**src/calc_pkg.sv**
```systemverilog
// calc_pkg: controller state enum, operator code enum, default data width
`default_nettype none

package calc_pkg;

    // default data width, top bit is the sign
    parameter int CALC_WIDTH = 16;

    // controller states
    typedef enum logic [3:0] {
        ENTER_OP1,
        // operand1 times ten in flight
        WAIT_SHIFT1,
        ADD_DIGIT1,
        ENTER_OP2,
        WAIT_SHIFT2,
        ADD_DIGIT2,
        // start the selected unit
        LAUNCH,
        WAIT_RESULT,
        SHOW_ADD,
        SHOW_MUL
    } calc_state_t;

    // keypad operator codes
    typedef enum logic [2:0] {
        // idle level between key presses
        OP_NONE = 3'd0,
        // toggle sign of operand being entered
        OP_NEG  = 3'd1,
        OP_ADD  = 3'd2,
        OP_SUB  = 3'd3,
        OP_MUL  = 3'd4
    } calc_op_t;

endpackage

`default_nettype wire

```
**src/calc_control.sv**
```systemverilog
// calc_control: keypad entry and operation sequencing FSM for the calculator
`default_nettype none

module calc_control import calc_pkg::*; #(
    parameter int WIDTH = CALC_WIDTH
) (
    input  logic             clk,
    input  logic             nRST,
    input  logic [3:0]       keypad,
    input  logic             read_input,
    input  calc_op_t         operator_input,
    input  logic             equal_input,
    output logic [WIDTH-1:0] mul_a,
    output logic [WIDTH-1:0] mul_b,
    output logic [WIDTH-1:0] add_a,
    output logic [WIDTH-1:0] add_b,
    output logic             mul_start,
    output logic             add_sub,
    output logic             add_start,
    input  logic [WIDTH-1:0] mul_result,
    input  logic [WIDTH-1:0] add_result,
    input  logic             mul_finish,
    input  logic             add_finish,
    output logic             complete,
    output logic [WIDTH-1:0] display_output
);

    localparam int MAG = WIDTH - 1;
    localparam logic [WIDTH-1:0] TEN = WIDTH'(10);

    calc_state_t    state;
    calc_state_t    next_state;
    calc_op_t       op;
    logic [WIDTH-1:0] operand1;
    logic [WIDTH-1:0] operand2;
    logic [3:0]     digit;
    logic [MAG-1:0] digit_ext;

    logic           in_op1;
    logic           in_op2;
    logic           entry_open;
    logic           digit_take;
    logic           sign_toggle;
    logic           op_arith;
    logic [WIDTH-1:0] entry_operand;

    assign in_op1 = (state == ENTER_OP1);
    assign in_op2 = (state == ENTER_OP2);

    // equal has priority over a key in the second operand
    assign entry_open = in_op1 || (in_op2 && !equal_input);
    assign digit_take = read_input && entry_open;

    // a digit wins over a sign toggle in the same cycle
    assign sign_toggle = (operator_input == OP_NEG) && !read_input && entry_open;

    assign op_arith = (operator_input == OP_ADD) || (operator_input == OP_SUB) ||
                      (operator_input == OP_MUL);

    assign entry_operand = in_op2 ? operand2 : operand1;
    assign digit_ext     = {{(MAG - 4){1'b0}}, digit};

    // next state
    always_comb begin
        next_state = state;
        case (state)
            ENTER_OP1: begin
                if (read_input)
                    next_state = WAIT_SHIFT1;
                else if (op_arith)
                    next_state = ENTER_OP2;
            end
            WAIT_SHIFT1: begin
                if (mul_finish)
                    next_state = ADD_DIGIT1;
            end
            ADD_DIGIT1:
                next_state = ENTER_OP1;
            ENTER_OP2: begin
                if (equal_input)
                    next_state = LAUNCH;
                else if (read_input)
                    next_state = WAIT_SHIFT2;
            end
            WAIT_SHIFT2: begin
                if (mul_finish)
                    next_state = ADD_DIGIT2;
            end
            ADD_DIGIT2:
                next_state = ENTER_OP2;
            LAUNCH:
                next_state = WAIT_RESULT;
            WAIT_RESULT: begin
                // only the unit that was started can finish
                if (op == OP_MUL) begin
                    if (mul_finish)
                        next_state = SHOW_MUL;
                end else if (add_finish) begin
                    next_state = SHOW_ADD;
                end
            end
            SHOW_ADD, SHOW_MUL:
                next_state = ENTER_OP1;
            default:
                next_state = ENTER_OP1;
        endcase
    end

    // state, operands and strobes
    always_ff @(posedge clk or negedge nRST) begin
        if (!nRST) begin
            state          <= ENTER_OP1;
            op             <= OP_NONE;
            operand1       <= '0;
            operand2       <= '0;
            mul_start      <= 1'b0;
            add_start      <= 1'b0;
            complete       <= 1'b0;
            display_output <= '0;
        end else begin
            state     <= next_state;
            mul_start <= digit_take || (state == LAUNCH && op == OP_MUL);
            add_start <= (state == LAUNCH) && (op != OP_MUL);
            complete  <= 1'b0;

            case (state)
                ENTER_OP1: begin
                    if (sign_toggle)
                        operand1[WIDTH-1] <= ~operand1[WIDTH-1];
                    else if (!read_input && op_arith)
                        op <= operator_input;
                end
                WAIT_SHIFT1: begin
                    // keep the entered sign, a zero product would lose it
                    if (mul_finish)
                        operand1 <= {operand1[WIDTH-1], mul_result[MAG-1:0]};
                end
                ADD_DIGIT1:
                    operand1[MAG-1:0] <= operand1[MAG-1:0] + digit_ext;
                ENTER_OP2: begin
                    if (sign_toggle)
                        operand2[WIDTH-1] <= ~operand2[WIDTH-1];
                end
                WAIT_SHIFT2: begin
                    if (mul_finish)
                        operand2 <= {operand2[WIDTH-1], mul_result[MAG-1:0]};
                end
                ADD_DIGIT2:
                    operand2[MAG-1:0] <= operand2[MAG-1:0] + digit_ext;
                SHOW_ADD, SHOW_MUL: begin
                    display_output <= (state == SHOW_MUL) ? mul_result : add_result;
                    complete       <= 1'b1;
                    // no chaining, next entry starts from plus zero
                    operand1       <= '0;
                    operand2       <= '0;
                    op             <= OP_NONE;
                end
                default: ;
            endcase
        end
    end

    // operands for the arithmetic units, loaded with their start
    always_ff @(posedge clk) begin
        if (digit_take) begin
            digit <= keypad;
            mul_a <= entry_operand;
            mul_b <= TEN;
        end else if (state == LAUNCH) begin
            mul_a   <= operand1;
            mul_b   <= operand2;
            add_a   <= operand1;
            add_b   <= operand2;
            add_sub <= (op == OP_SUB);
        end
    end

endmodule

`default_nettype wire

```
**src/calculator_top.sv**
```systemverilog
// calculator_top: controller with its multiplier and adder
`default_nettype none

module calculator_top import calc_pkg::*; #(
    parameter int WIDTH = CALC_WIDTH
) (
    input  logic             clk,
    input  logic             nRST,
    input  logic [3:0]       keypad,
    input  logic             read_input,
    input  calc_op_t         operator_input,
    input  logic             equal_input,
    output logic             complete,
    output logic [WIDTH-1:0] display_output
);

    logic [WIDTH-1:0] mul_a;
    logic [WIDTH-1:0] mul_b;
    logic [WIDTH-1:0] mul_result;
    logic             mul_start;
    logic             mul_finish;

    logic [WIDTH-1:0] add_a;
    logic [WIDTH-1:0] add_b;
    logic [WIDTH-1:0] add_result;
    logic             add_sub;
    logic             add_start;
    logic             add_finish;

    calc_control #(.WIDTH(WIDTH)) calc_control_i (
        .clk            (clk),
        .nRST           (nRST),
        .keypad         (keypad),
        .read_input     (read_input),
        .operator_input (operator_input),
        .equal_input    (equal_input),
        .mul_a          (mul_a),
        .mul_b          (mul_b),
        .add_a          (add_a),
        .add_b          (add_b),
        .mul_start      (mul_start),
        .add_sub        (add_sub),
        .add_start      (add_start),
        .mul_result     (mul_result),
        .add_result     (add_result),
        .mul_finish     (mul_finish),
        .add_finish     (add_finish),
        .complete       (complete),
        .display_output (display_output)
    );

    // shared by digit entry and multiply
    seq_multiplier #(.WIDTH(WIDTH)) seq_multiplier_i (
        .clk    (clk),
        .nRST   (nRST),
        .a      (mul_a),
        .b      (mul_b),
        .start  (mul_start),
        .result (mul_result),
        .finish (mul_finish)
    );

    sm_adder #(.WIDTH(WIDTH)) sm_adder_i (
        .clk    (clk),
        .nRST   (nRST),
        .a      (add_a),
        .b      (add_b),
        .sub    (add_sub),
        .start  (add_start),
        .result (add_result),
        .finish (add_finish)
    );

endmodule

`default_nettype wire

```
**src/seq_multiplier.sv**
```systemverilog
// seq_multiplier: iterative shift-add sign-magnitude multiplier
`default_nettype none

module seq_multiplier import calc_pkg::*; #(
    parameter int WIDTH = CALC_WIDTH
) (
    input  logic             clk,
    input  logic             nRST,
    input  logic [WIDTH-1:0] a,
    input  logic [WIDTH-1:0] b,
    input  logic             start,
    output logic [WIDTH-1:0] result,
    output logic             finish
);

    localparam int MAG = WIDTH - 1;
    localparam int CW  = $clog2(WIDTH);

    logic          busy;
    logic [CW-1:0] count;
    logic          sign;
    logic [MAG-1:0] a_shift;
    logic [MAG-1:0] b_shift;
    logic [MAG-1:0] acc;

    // one iteration per magnitude bit of b, finish on the last one
    always_ff @(posedge clk or negedge nRST) begin
        if (!nRST) begin
            busy   <= 1'b0;
            count  <= '0;
            finish <= 1'b0;
        end else begin
            finish <= 1'b0;
            if (start) begin
                busy  <= 1'b1;
                count <= '0;
            end else if (busy) begin
                count <= count + 1'b1;
                if (count == CW'(MAG - 1)) begin
                    busy   <= 1'b0;
                    finish <= 1'b1;
                end
            end
        end
    end

    // partial product kept to magnitude width, so it wraps
    always_ff @(posedge clk) begin
        if (start) begin
            a_shift <= a[MAG-1:0];
            b_shift <= b[MAG-1:0];
            acc     <= '0;
            sign    <= a[WIDTH-1] ^ b[WIDTH-1];
        end else if (busy) begin
            if (b_shift[0])
                acc <= acc + a_shift;
            a_shift <= a_shift << 1;
            b_shift <= b_shift >> 1;
        end
    end

    // zero magnitude is always positive
    assign result = {sign & (acc != '0), acc};

endmodule

`default_nettype wire

```
**src/sm_adder.sv**
```systemverilog
// sm_adder: registered sign-magnitude adder/subtractor
`default_nettype none

module sm_adder import calc_pkg::*; #(
    parameter int WIDTH = CALC_WIDTH
) (
    input  logic             clk,
    input  logic             nRST,
    input  logic [WIDTH-1:0] a,
    input  logic [WIDTH-1:0] b,
    input  logic             sub,
    input  logic             start,
    output logic [WIDTH-1:0] result,
    output logic             finish
);

    localparam int MAG = WIDTH - 1;

    logic           a_sign;
    logic           b_sign;
    logic [MAG-1:0] a_mag;
    logic [MAG-1:0] b_mag;
    logic [MAG-1:0] mag_next;
    logic           sign_next;

    assign a_sign = a[WIDTH-1];
    // subtract is add with b negated
    assign b_sign = b[WIDTH-1] ^ sub;
    assign a_mag  = a[MAG-1:0];
    assign b_mag  = b[MAG-1:0];

    always_comb begin
        if (a_sign == b_sign) begin
            mag_next  = a_mag + b_mag;
            sign_next = a_sign;
        end else if (a_mag >= b_mag) begin
            mag_next  = a_mag - b_mag;
            sign_next = a_sign;
        end else begin
            mag_next  = b_mag - a_mag;
            sign_next = b_sign;
        end
    end

    always_ff @(posedge clk or negedge nRST) begin
        if (!nRST)
            finish <= 1'b0;
        else
            finish <= start;
    end

    // equal magnitudes of opposite sign give plus zero
    always_ff @(posedge clk) begin
        if (start)
            result <= {sign_next & (mag_next != '0), mag_next};
    end

endmodule

`default_nettype wire

```
**config.mk**
```make
export PLATFORM = sky130hd
export DESIGN_NAME = calculator_top
export DESIGN_NICKNAME = d
export VERILOG_FILES = /design/src/calc_pkg.sv /design/src/calc_control.sv /design/src/calculator_top.sv /design/src/seq_multiplier.sv /design/src/sm_adder.sv
export SDC_FILE = /design/constraint.sdc
export NUM_CORES = 1
export LEC_CHECK = 0
export BUFFER_PORTS_ARGS = -buffer_cell sky130_fd_sc_hd__buf_2
export CAP_MARGIN = 40
export CORE_UTILIZATION = 45
export DETAILED_ROUTE_END_ITERATION = 8
export GPL_ROUTABILITY_DRIVEN = 1
export HOLD_SLACK_MARGIN = 0.15
export SYNTH_ARGS = -nofsm -noshare
export SYNTH_HDL_FRONTEND = slang
export SYNTH_SLANG_ARGS = --single-unit
```
**constraint.sdc**
```tcl
create_clock -name clk -period 3 [get_ports clk]
set_clock_uncertainty 0.1 [all_clocks]
set_input_delay 0.3 -clock clk [delete_from_list [all_inputs] [get_ports clk]]
set_output_delay 0.3 -clock clk [all_outputs]
set_load 0.02 [all_outputs]
```
Yosys cells after proc, flatten, opt, wreduce, memory -nomap -nowiden. Index checks and enable logic that the tools add are counted.

Output and inout port bits: 17. Bits in writable memories: 0. Memories kept: 0. Logic and storage cells: 142. Memory bits (read-only): 0. Input bits: 11. Bits in latches: 0. Flip-flop bits (word level): 196.

$add $sub $neg: 7. Reductions and logical operators: 31. Shifts and indexed selects: 0. Divide/modulo/power cells: 0. Equal/unequal tests: 28. Bitwise gates (word level): 9. Muxes and demuxes: 41. Multiply operators: 0. Order comparisons: 1.

Operators by type and width (count): $mux W15 (7); $pmux W15 S3 (2); $mux W16 (4); $mux W4 (11); $add A15 B15 Y15 (2); $add A15 B4 Y15 (2); $reduce_bool A15 Y1 (2); $sub A15 B15 Y15 (2); $pmux W4 S7 (1); $eq A4 B3 Y1 const B (4); $ge A15 B15 Y1 (1); $eq A4 B4 Y1 const B (3); $mux W1 (11); $eq A3 B2 Y1 const B (3); $ne A3 B3 Y1 const B (3); $reduce_and A3 Y1 (3); $eq A4 B2 Y1 const B (2); $ne A2 B2 Y1 const B (4); $reduce_and A2 Y1 (4); $reduce_bool A2 Y1 (4); $logic_and A1 B1 Y1 (7); $eq A3 B3 Y1 const B (2); $mux W3 (2); $pmux W1 S3 (2); 17 further kinds (29).

Longest topological paths before layout. Gate-level depths: netlist of run 1.

Word-level depth: 7. Mapped depth: 15. Mapped depth without buffers: 14.

By module. Synthesis of run 1 repeated with hierarchy kept, for this count alone.

Cell total of the unflattened synthesis: 1176. Area total of the unflattened synthesis: 11967.7 sq um.

Modules (own cells, without submodules): calc_control (instances 1, sequential area each 3363.2 sq um, cells each 517, area each 5884.4 sq um); sm_adder (instances 1, sequential area each 505.5 sq um, cells each 415, area each 3230.6 sq um); seq_multiplier (instances 1, sequential area each 1381.3 sq um, cells each 244, area each 2852.7 sq um).

Worst setup path after synthesis of run 1. No wires, ideal clock.

Path type: reg2reg. From: reg calc_control_i.add_a[11]. To: reg sm_adder_i.result[15] (data pin). Cell stages (with the launch flop): 15. Buffers on the path: 3. Data required time: 2.641 ns. Arrival time: 2.897 ns. Library setup time: 0.259 ns. Slack: -0.256 ns. Period minus slack after synthesis: 3.256 ns. Path through: edfxtp_1 -> inv_1 -> ha_1 -> buf_4 -> and3_1 -> a221o_1 -> and2_4 -> buf_6 -> nor3_2 -> buf_4 -> a21oi_1 -> or4_4 -> nor4_1 -> and4_1 -> a21oi_1.

Longest elaborated chain between the ends: 5. Elaborated cells between the ends (all ways): 10. Classes of those cells: add/sub (3); order compare (1); mux (4); bitwise (1); reduce/logical (1).

RTL lines: start: declaration (RTL line calc_control.sv:15) `output logic [WIDTH-1:0] add_a,`; start signal: assignment (RTL line calc_control.sv:172) `add_a <= operand1;`; $ge A15 B15 Y1 (RTL line sm_adder.sv:36) `end else if (a_mag >= b_mag) begin`; $mux W15 (RTL line sm_adder.sv:36); $mux W15 (RTL line sm_adder.sv:33) `if (a_sign == b_sign) begin`; via sm_adder_i.mag_next[5] (RTL line sm_adder.sv:23) `logic [MAG-1:0] mag_next;`; $reduce_bool A15 Y1 (RTL line sm_adder.sv:55) `result <= {sign_next & (mag_next != '0), mag_next};`; $and A1 B1 Y1 (RTL line sm_adder.sv:55); end signal: assignment (RTL line sm_adder.sv:55); end: declaration (RTL line sm_adder.sv:13) `output logic [WIDTH-1:0] result,`.

The timed path passes the listed nets, and every way through them passes these cells. A chain may end at the register's enable or synchronous reset.

Worst setup path after layout of run 1.
From: reg calc_control_i.add_b[3]. To: reg sm_adder_i.result[15] (data pin).

Longest elaborated chain between the ends: 5. Elaborated cells between the ends (all ways): 10. Classes of those cells: add/sub (3); order compare (1); mux (4); bitwise (1); reduce/logical (1).

RTL lines: start: declaration (RTL line calc_control.sv:16) `output logic [WIDTH-1:0] add_b,`; start signal: assignment (RTL line calc_control.sv:173) `add_b <= operand2;`; $sub A15 B15 Y15, or another cell as far along (RTL line sm_adder.sv:40) `mag_next = b_mag - a_mag;`; $mux W15 (RTL line sm_adder.sv:36); $mux W15 (*) (RTL line sm_adder.sv:33); via sm_adder_i.mag_next[4] (RTL line sm_adder.sv:23); $reduce_bool A15 Y1 (*) (RTL line sm_adder.sv:55); $and A1 B1 Y1 (*) (RTL line sm_adder.sv:55).

The timed path passes the listed nets; every way through them passes the cells marked *.

==> key figures, run 1 <==
GRT
  – Antenna violations before repair: 0
  – GRT Max-Usage Layer: met2
  – Total overflow reported by the global router: 0
  – First-pass GRT wire length: 50.8 mm
  – Total track usage: 25.5%
  – Met2 GRT Util: 42.1%
  – Met1 usage in global routing: 34.6%
  – Largest net degree at the start of global routing: 64
  – Vias in the first global route: 9,164
  – Met3 layer usage reported by global route: 4.24%

Worst setup path
  – Worst Path Arrival: 3590 ps
  – Critical R2R Capture: sm_adder_i.result[15]
  – Worst Path Max Fanout: 5
  – Nature of the critical path startpoint: register
  – Reg2Reg Depth: 14
  – Start point of the critical path: calc_control_i.add_b[3]
  – Reg2reg setup slack: -500 ps
  – Cell at the slowest stage of the critical path: sky130_fd_sc_hd__edfxtp_1
  – Worst setup path category: register to register
  – Critical path's top delay family: compound AO/OA/AOI/OAI gates
  – Maximum single-stage delay on the critical path: 470 ps
  – Worst path cell trace: buf_4 > inv_1 > ha_2 > a21o_1 > a21oi_4 > a21o_4 > a21o_4 > a311oi_2 > nor4_2 > a311o_1 > nor4_2 > buf_4 > and4_4 > a21oi_2
  – Req. time, crit path: 3090 ps
  – Levels on crit path: 14
  – Critical Path Sink Type: register
  – Launch instance of the worst register-to-register path: calc_control_i.add_b[3]
  – Endpoint of the most critical setup path: sm_adder_i.result[15]
  – Worst path buffer plus inverter count: 3

Timing
  – Final setup violation count: 5
  – Final max-slew violation count: 0
  – Final hold violation count: 0
  – Final critical-path setup slack: -503 ps
  – Setup repair after global routing missed its margin: yes
  – Highest attainable clock frequency: 285 MHz
  – Share of the cycle needed by the critical path after routing: 117%
  – Fin Setup TNS: -920 ps
  – Min Clock Period, post-route: 3500 ps
  – Transition time at the pin with the least slew margin: 826 ps
  – Relative slew slack: 44.9%

Synth
  – Count of synthesis-stage warnings from yosys: 0
  – Area share of the largest cell type after synthesis: 26.3%
  – Dominant register cell in the synthesized netlist: sky130_fd_sc_hd__edfxtp_1
  – Area contributors post-synth: sky130_fd_sc_hd__edfxtp_1, sky130_fd_sc_hd__dfrtp_1, sky130_fd_sc_hd__ha_1
  – Mean instance size in the synthesized netlist: 9.77 µm²
  – Ys async rst share: 33.2%
  – Cells after Synth: 1,167
  – Top cell type by total area after synthesis: sky130_fd_sc_hd__edfxtp_1
  – Most common library cells after synthesis: sky130_fd_sc_hd__nand2_1, sky130_fd_sc_hd__a21oi_1, sky130_fd_sc_hd__edfxtp_1
  – Sequential cell area fraction in the yosys report: 46.1%
  – EDFF count, synth: 100
  – Post-synthesis instance area: 11,400 µm²
  – Library cell with the highest instance count after synthesis: sky130_fd_sc_hd__nand2_1
  – Net Count, Synth: 1,255
  – Synthesis-stage register bit count: 196
  – Number of distinct standard cells referenced by the synthesized netlist: 71

Outcome
  – Run status: complete, but fails checks
  – Violated checks: negative setup slack

Floorplan
  – Die area: 26,000 µm²
  – Die Y-Extent: 161 µm
  – X dimension of the die: 161 µm
  – I/O pin count: 28
  – Cell row count: 57
  – Area inside the core boundary: 24,600 µm²
  – Starting utilization of the core area: 46.3%

Routing
  – Wire per inst: 19.3 µm
  – Detailed-route via count: 9,491
  – Number of optimization iterations in the first detailed-route pass: 5
  – Post-route antenna net violation count: 0
  – Remaining DRCs: 0
  – Routed Wire Length: 32.5 mm
  – Violation count after the first detailed-routing iteration: 767
  – Vias/cell: 5.62

Power
  – Maximum ir drop on the vdd rail: 0.000550 V
  – Ratio of total power to cell area: 1010 nW/µm²
  – Total leakage power: 0.00618 µW

Place
  – I/O Buffers: 27
  – Cell Area, Placed: 13,100 µm²
  – Final Wtd Congestion: 0.970
  – Post-detailed-placement half-perimeter wirelength: 24.2 mm

Clock tree
  – Clock tree from TritonCTS: yes
  – Clock latency on the worst-skew pair: 440 ps
  – Number of H-tree levels: 4
  – Clock sink count: 196
  – Total clock buffers created by CTS: 17
  – CTS Root Buffer Type: sky130_fd_sc_hd__clkbuf_16
  – Clock-pin slew on the worst setup and hold paths: 80 ps
  – Buffer levels on the longest clock path: 2

Layout
  – Filler Cells Inserted: 2,124
  – Final design area excluding fillers: 14,300 µm²
  – Multi-input combinational cell area: 6080 µm²
  – Final core utilization: 58.0%
  – Nets: 1,440
  – Number of diodes: 0
  – Ratio of cells with drive above 1 in the final layout: 27.5%
  – Seq. cell area: 5250 µm²
  – Synth-to-Final Area Change: 25.2%

Worst hold path
  – Worst min-delay path startpoint: read_input
  – Class of the tightest hold or removal check: input port to register

Run
  – Max-cap viol count: 0
cell type report:
class | count | area share, %
inverters | 62 | 1.63
well taps | 324 | 2.84
multi-input cells | 850 | 42.6
clock buffers | 18 | 3.01
clock inverters | 14 | 0.921
repair buffers | 225 | 12.2
flip-flops and latches | 196 | 36.8
cell usage in the layout (no fill, tap or decap), drive strengths merged, types with 8 or more instances in the layout:
master       Yosys  final
dfrtp           65     65
ha              71     71
nand4           12     12
nor2            90     90
o31ai            8      8
dlygate4sd3      0      9
a21oi          122    122
mux2i           22     22
o21ai           72     72
xor2            12     12
buf             17    216
clkbuf          42     18
nor2b           14     14
and3            12     12
nand3           22     22
and2            11     11
nor3            26     26
xnor2           17     17
or3              9      9
o22a            11     11
a21o            23     23
dfxtp           31     31
nor4            11     11
mux2            43     43
edfxtp         100    100
a31oi           19     19
nand2          123    123
inv             62     72
o21a             9      9
nand2b           9      9
where the power goes:
group / leakage [µW] / switching, µW / internal [µW] / total [µW]
sequential: 0.00203 / 906 / 4080 / 4990
clock: 0.000273 / 1110 / 1100 / 2210
combinational: 0.00388 / 3970 / 3280 / 7250
tightest hold or removal path, stage by stage:
cell and delay (ps):
sky130_fd_sc_hd__buf_2 140, sky130_fd_sc_hd__nor3_1 110, sky130_fd_sc_hd__nand2_1 70, sky130_fd_sc_hd__o21ai_0 60
flip-flops by register name (all words and copies together), names as in the netlist, 3 cells and up:
| signal | flops |
|---|---|
| calc_control_i.mul_a | 16 |
| seq_multiplier_i.b_shift | 15 |
| calc_control_i.operand2 | 16 |
| calc_control_i.mul_b | 16 |
| calc_control_i.operand1 | 16 |
| calc_control_i.display_output | 16 |
| seq_multiplier_i.acc | 15 |
| calc_control_i.add_a | 16 |
| seq_multiplier_i.a_shift | 15 |
| calc_control_i.state | 4 |
| sm_adder_i.result | 16 |
| calc_control_i.add_b | 16 |
| calc_control_i.op | 3 |
| calc_control_i.digit | 4 |
| seq_multiplier_i.count | 4 |
timing repair:
item                                   CTS  global route
gates resized for setup                 56            36
endpoints found under the hold margin   73             0
buffers inserted                        14            10
hold buffers                             9             0
setup endpoints to repair               10            14
pin swaps                               23            24
metal layers:
layer  vias up  wire (µm)  share of wire (%)
met3        43       2000                6.2
li1       4585          -                  -
met1      4579      14400                 44
met2       284      15500                 48
met5         -          0                  0
met4         0        598                1.8
logic make-up (layout without fill, tap and decap cells):
kind of cell    Yosys count  count (layout)  share of synthesized area (%)
compound gates          324             324                           17.8
simple gates            355             355                           14.6
flops                   196             196                           46.1
fa+ha+maj                77              77                           8.85
xor+xnor                 29              29                           2.23
mux                      65              65                           6.18
buf+inv                 121             319                           4.29
through the flow:
stage	power, µW	setup slack [ps]	cells	hold WS [ps]
after floorplan	9090	-173	1167	-95.6
after global placement	11700	-732	1629	149
after detailed placement	11800	-658	1630	151
after CTS	14300	-503	1682	176
after global routing	15400	-589	1689	222
final	14400	-503	1689	193
worst min path at each step:
stage                                             to  slack [ps]  cells past startpoint
finish                          calc_control_i.op[1]         190                      4
global route                    calc_control_i.op[1]         220                      4
CTS                             calc_control_i.op[1]         180                      4
detailed placement  calc_control_i.display_output[6]         150                      1
global placement    calc_control_i.display_output[6]         150                      1
floorplan                   calc_control_i.add_start        -100                      0
No activity file was read; power rests on OpenSTA's default activity.
==> inputs of run 2 (changes only) <==
CORE_UTILIZATION = 57   (was 45)
PLACE_DENSITY = 0.77   (was not set)
==> run 2 against run 1 <==
Effect of this change: the run still ends with negative setup slack left; setup slack better by 89 ps; hold slack better by 29 ps; clock-buffer cell count up 6; non-clock buffer count down 12; combinational power down 1%; maximum frequency up 2.6%; clock power down 4%; sequential share of layout area up 0.37 points; die area down 21%; critical path depth down 1; total power down 0.85%; critical path type unchanged.
==> key figures, run 2 (synthesis gave the netlist of run 1 again) <==
Worst setup path
  – Critical Path Sink Type: register
  – Worst Path Max Fanout: 5
  – Reg2reg setup slack: -410 ps
  – Cell at the slowest stage of the critical path: sky130_fd_sc_hd__edfxtp_1
  – Worst Path Arrival: 3500 ps
  – Reg2Reg Depth: 13
  – Critical R2R Capture: sm_adder_i.result[15]
  – Start point of the critical path: calc_control_i.add_a[10]
  – Endpoint of the most critical setup path: sm_adder_i.result[15]
  – Launch instance of the worst register-to-register path: calc_control_i.add_a[10]
  – Worst setup path category: register to register
  – Req. time, crit path: 3090 ps
  – Worst path cell trace: buf_6 > ha_2 > a21oi_4 > o21ai_2 > a221o_1 > and2_4 > buf_4 > nor3_4 > a211oi_1 > a311o_1 > nor4_2 > and4_1 > a21oi_1
  – Nature of the critical path startpoint: register
  – Maximum single-stage delay on the critical path: 430 ps

Floorplan
  – Area inside the core boundary: 19,500 µm²
  – Starting utilization of the core area: 58.4%
  – Cell row count: 51
  – X dimension of the die: 143 µm
  – I/O pin count: 28
  – Die area: 20,600 µm²
  – Die Y-Extent: 143 µm

Layout
  – Fin cells: 1,618
  – Most common cell after layout, fill and taps aside: sky130_fd_sc_hd__buf_4
  – Ratio of cells with drive above 1 in the final layout: 27.2%
  – Filler Cells Inserted: 1,408
  – Final design area excluding fillers: 14,100 µm²
  – Seq. cell area: 5250 µm²
  – Commonest cells after routing, fill and taps aside: sky130_fd_sc_hd__buf_4, sky130_fd_sc_hd__nand2_1, sky130_fd_sc_hd__a21oi_1
  – Number of diodes: 0
  – Nets: 1,428
  – Multi-input combinational cell area: 6130 µm²
  – Synth-to-Final Area Change: 23.9%

Timing
  – Min Clock Period, post-route: 3410 ps
  – Final setup violation count: 6
  – Share of the cycle needed by the critical path after routing: 114%
  – Fin Setup TNS: -828 ps
  – Final critical-path setup slack: -414 ps
  – Setup repair after global routing missed its margin: yes
  – Final hold violation count: 0
  – Worst hold margin: 222 ps
  – Final max-slew violation count: 0
  – Highest attainable clock frequency: 293 MHz
  – Transition time at the pin with the least slew margin: 917 ps
  – Relative slew slack: 38.8%

Routing
  – Detailed-route via count: 9,882
  – Post-route antenna net violation count: 0
  – Wire per inst: 19.6 µm
  – Remaining DRCs: 0
  – Routed Wire Length: 31.7 mm
  – Number of optimization iterations in the first detailed-route pass: 5
  – Vias/cell: 6.11
  – Violation count after the first detailed-routing iteration: 1,052

GRT
  – Antenna violations before repair: 0
  – GRT Max-Usage Layer: met2
  – Largest net degree at the start of global routing: 48
  – Vias in the first global route: 9,400
  – Met2 GRT Util: 51.1%
  – Met3 layer usage reported by global route: 6.33%
  – Total track usage: 31.9%
  – First-pass GRT wire length: 49.4 mm
  – Met1 usage in global routing: 41.6%
  – Total overflow reported by the global router: 0

Clock tree
  – Clock latency on the worst-skew pair: 440 ps
  – Clock sink count: 196
  – CTS Root Buffer Type: sky130_fd_sc_hd__clkbuf_16
  – Clock tree from TritonCTS: yes
  – Number of H-tree levels: 4
  – Total clock buffers created by CTS: 17
  – Clock-pin slew on the worst setup and hold paths: 70 ps
  – Buffer levels on the longest clock path: 2

Outcome
  – Violated checks: negative setup slack
  – Run status: complete, but fails checks

Place
  – I/O Buffers: 27
  – Cell Area, Placed: 12,800 µm²
  – Post-detailed-placement half-perimeter wirelength: 22.2 mm
  – Worst setup slack after placement: -615 ps
  – Final Wtd Congestion: 0.939
  – Count of placed standard cells including taps: 1,541

Power
  – Ratio of total power to cell area: 1010 nW/µm²
  – Maximum ir drop on the vdd rail: 0.000840 V
  – Total leakage power: 0.00610 µW

Run
  – Max-cap viol count: 0

Worst hold path
  – Class of the tightest hold or removal check: input port to register
-- run 2: cell count changes in the layout (fill, tap and decap cells not counted), sizes merged --
cell and change:
clkinv +5, clkbuf +6, buf -12, inv -9, clkinvlp -2
-- run 2: how the worst min path moves through the flow --
stage,from,to,slack (ps),depth (start not counted)
6_report,read_input,calc_control_i.op[1],220,4
5_1_grt,read_input,calc_control_i.op[1],250,4
4_1_cts,read_input,calc_control_i.op[1],200,4
3_5_place_dp,nRST,calc_control_i.display_output[11],260,1
3_3_place_gp,nRST,calc_control_i.display_output[11],260,1
2_1_floorplan,nRST,calc_control_i.add_start,-100,0
-- run 2: routing by layer --
metal	part of all wire (%)	vias to the layer above
met5	0	-
met4	4.4	0
met3	7.1	105
met2	47	446
met1	42	4777
li1	-	4554
-- run 2: where the power goes --
| group | total (µW) | internal (µW) | switching [µW] |
|---|---|---|---|
| logic | 7160 | 3230 | 3930 |
| clock network | 2120 | 1130 | 985 |
| registers | 5050 | 4090 | 959 |
| total | 14300 | 8460 | 5870 |
-- run 2: layout make-up --
class | instances | share of cell area [%]
Tap cell | 265 | 2.35
Inverter | 62 | 1.65
Clock buffer | 24 | 3.42
Multi-Input combinational cell | 850 | 43.4
Timing Repair Buffer | 213 | 11.6
Clock inverter | 8 | 0.390
Sequential cell | 196 | 37.2
-- run 2: what timing repair did --
| action | 4_1_cts | 5_1_grt |
|---|---|---|
| resized for setup | 67 | 40 |
| setup buffers | 24 | 13 |
| hold buffers | 9 | 0 |
| setup endpoints to repair | 9 | 18 |
| endpoints found under the hold margin | 34 | 0 |
| pin swaps | 23 | 25 |
-- run 2: critical path, delay by kind of cell, from the launching register on --
family	cells	cell delay (ps)
buf+inv	2	290
compound gates	6	1140
simple gates	4	1000
fa+ha+maj	1	190
flops	1	430
-- run 2: metrics by stage --
| stage | power [µW] | utilization (%) |
|---|---|---|
| 2_1_floorplan | 9090 | - |
| 3_3_place_gp | 11300 | 65.3 |
| 3_5_place_dp | 11500 | 65.3 |
| 4_1_cts | 14000 | 71.0 |
| 5_1_grt | 15200 | 72.3 |
| 6_report | 14300 | 72.3 |
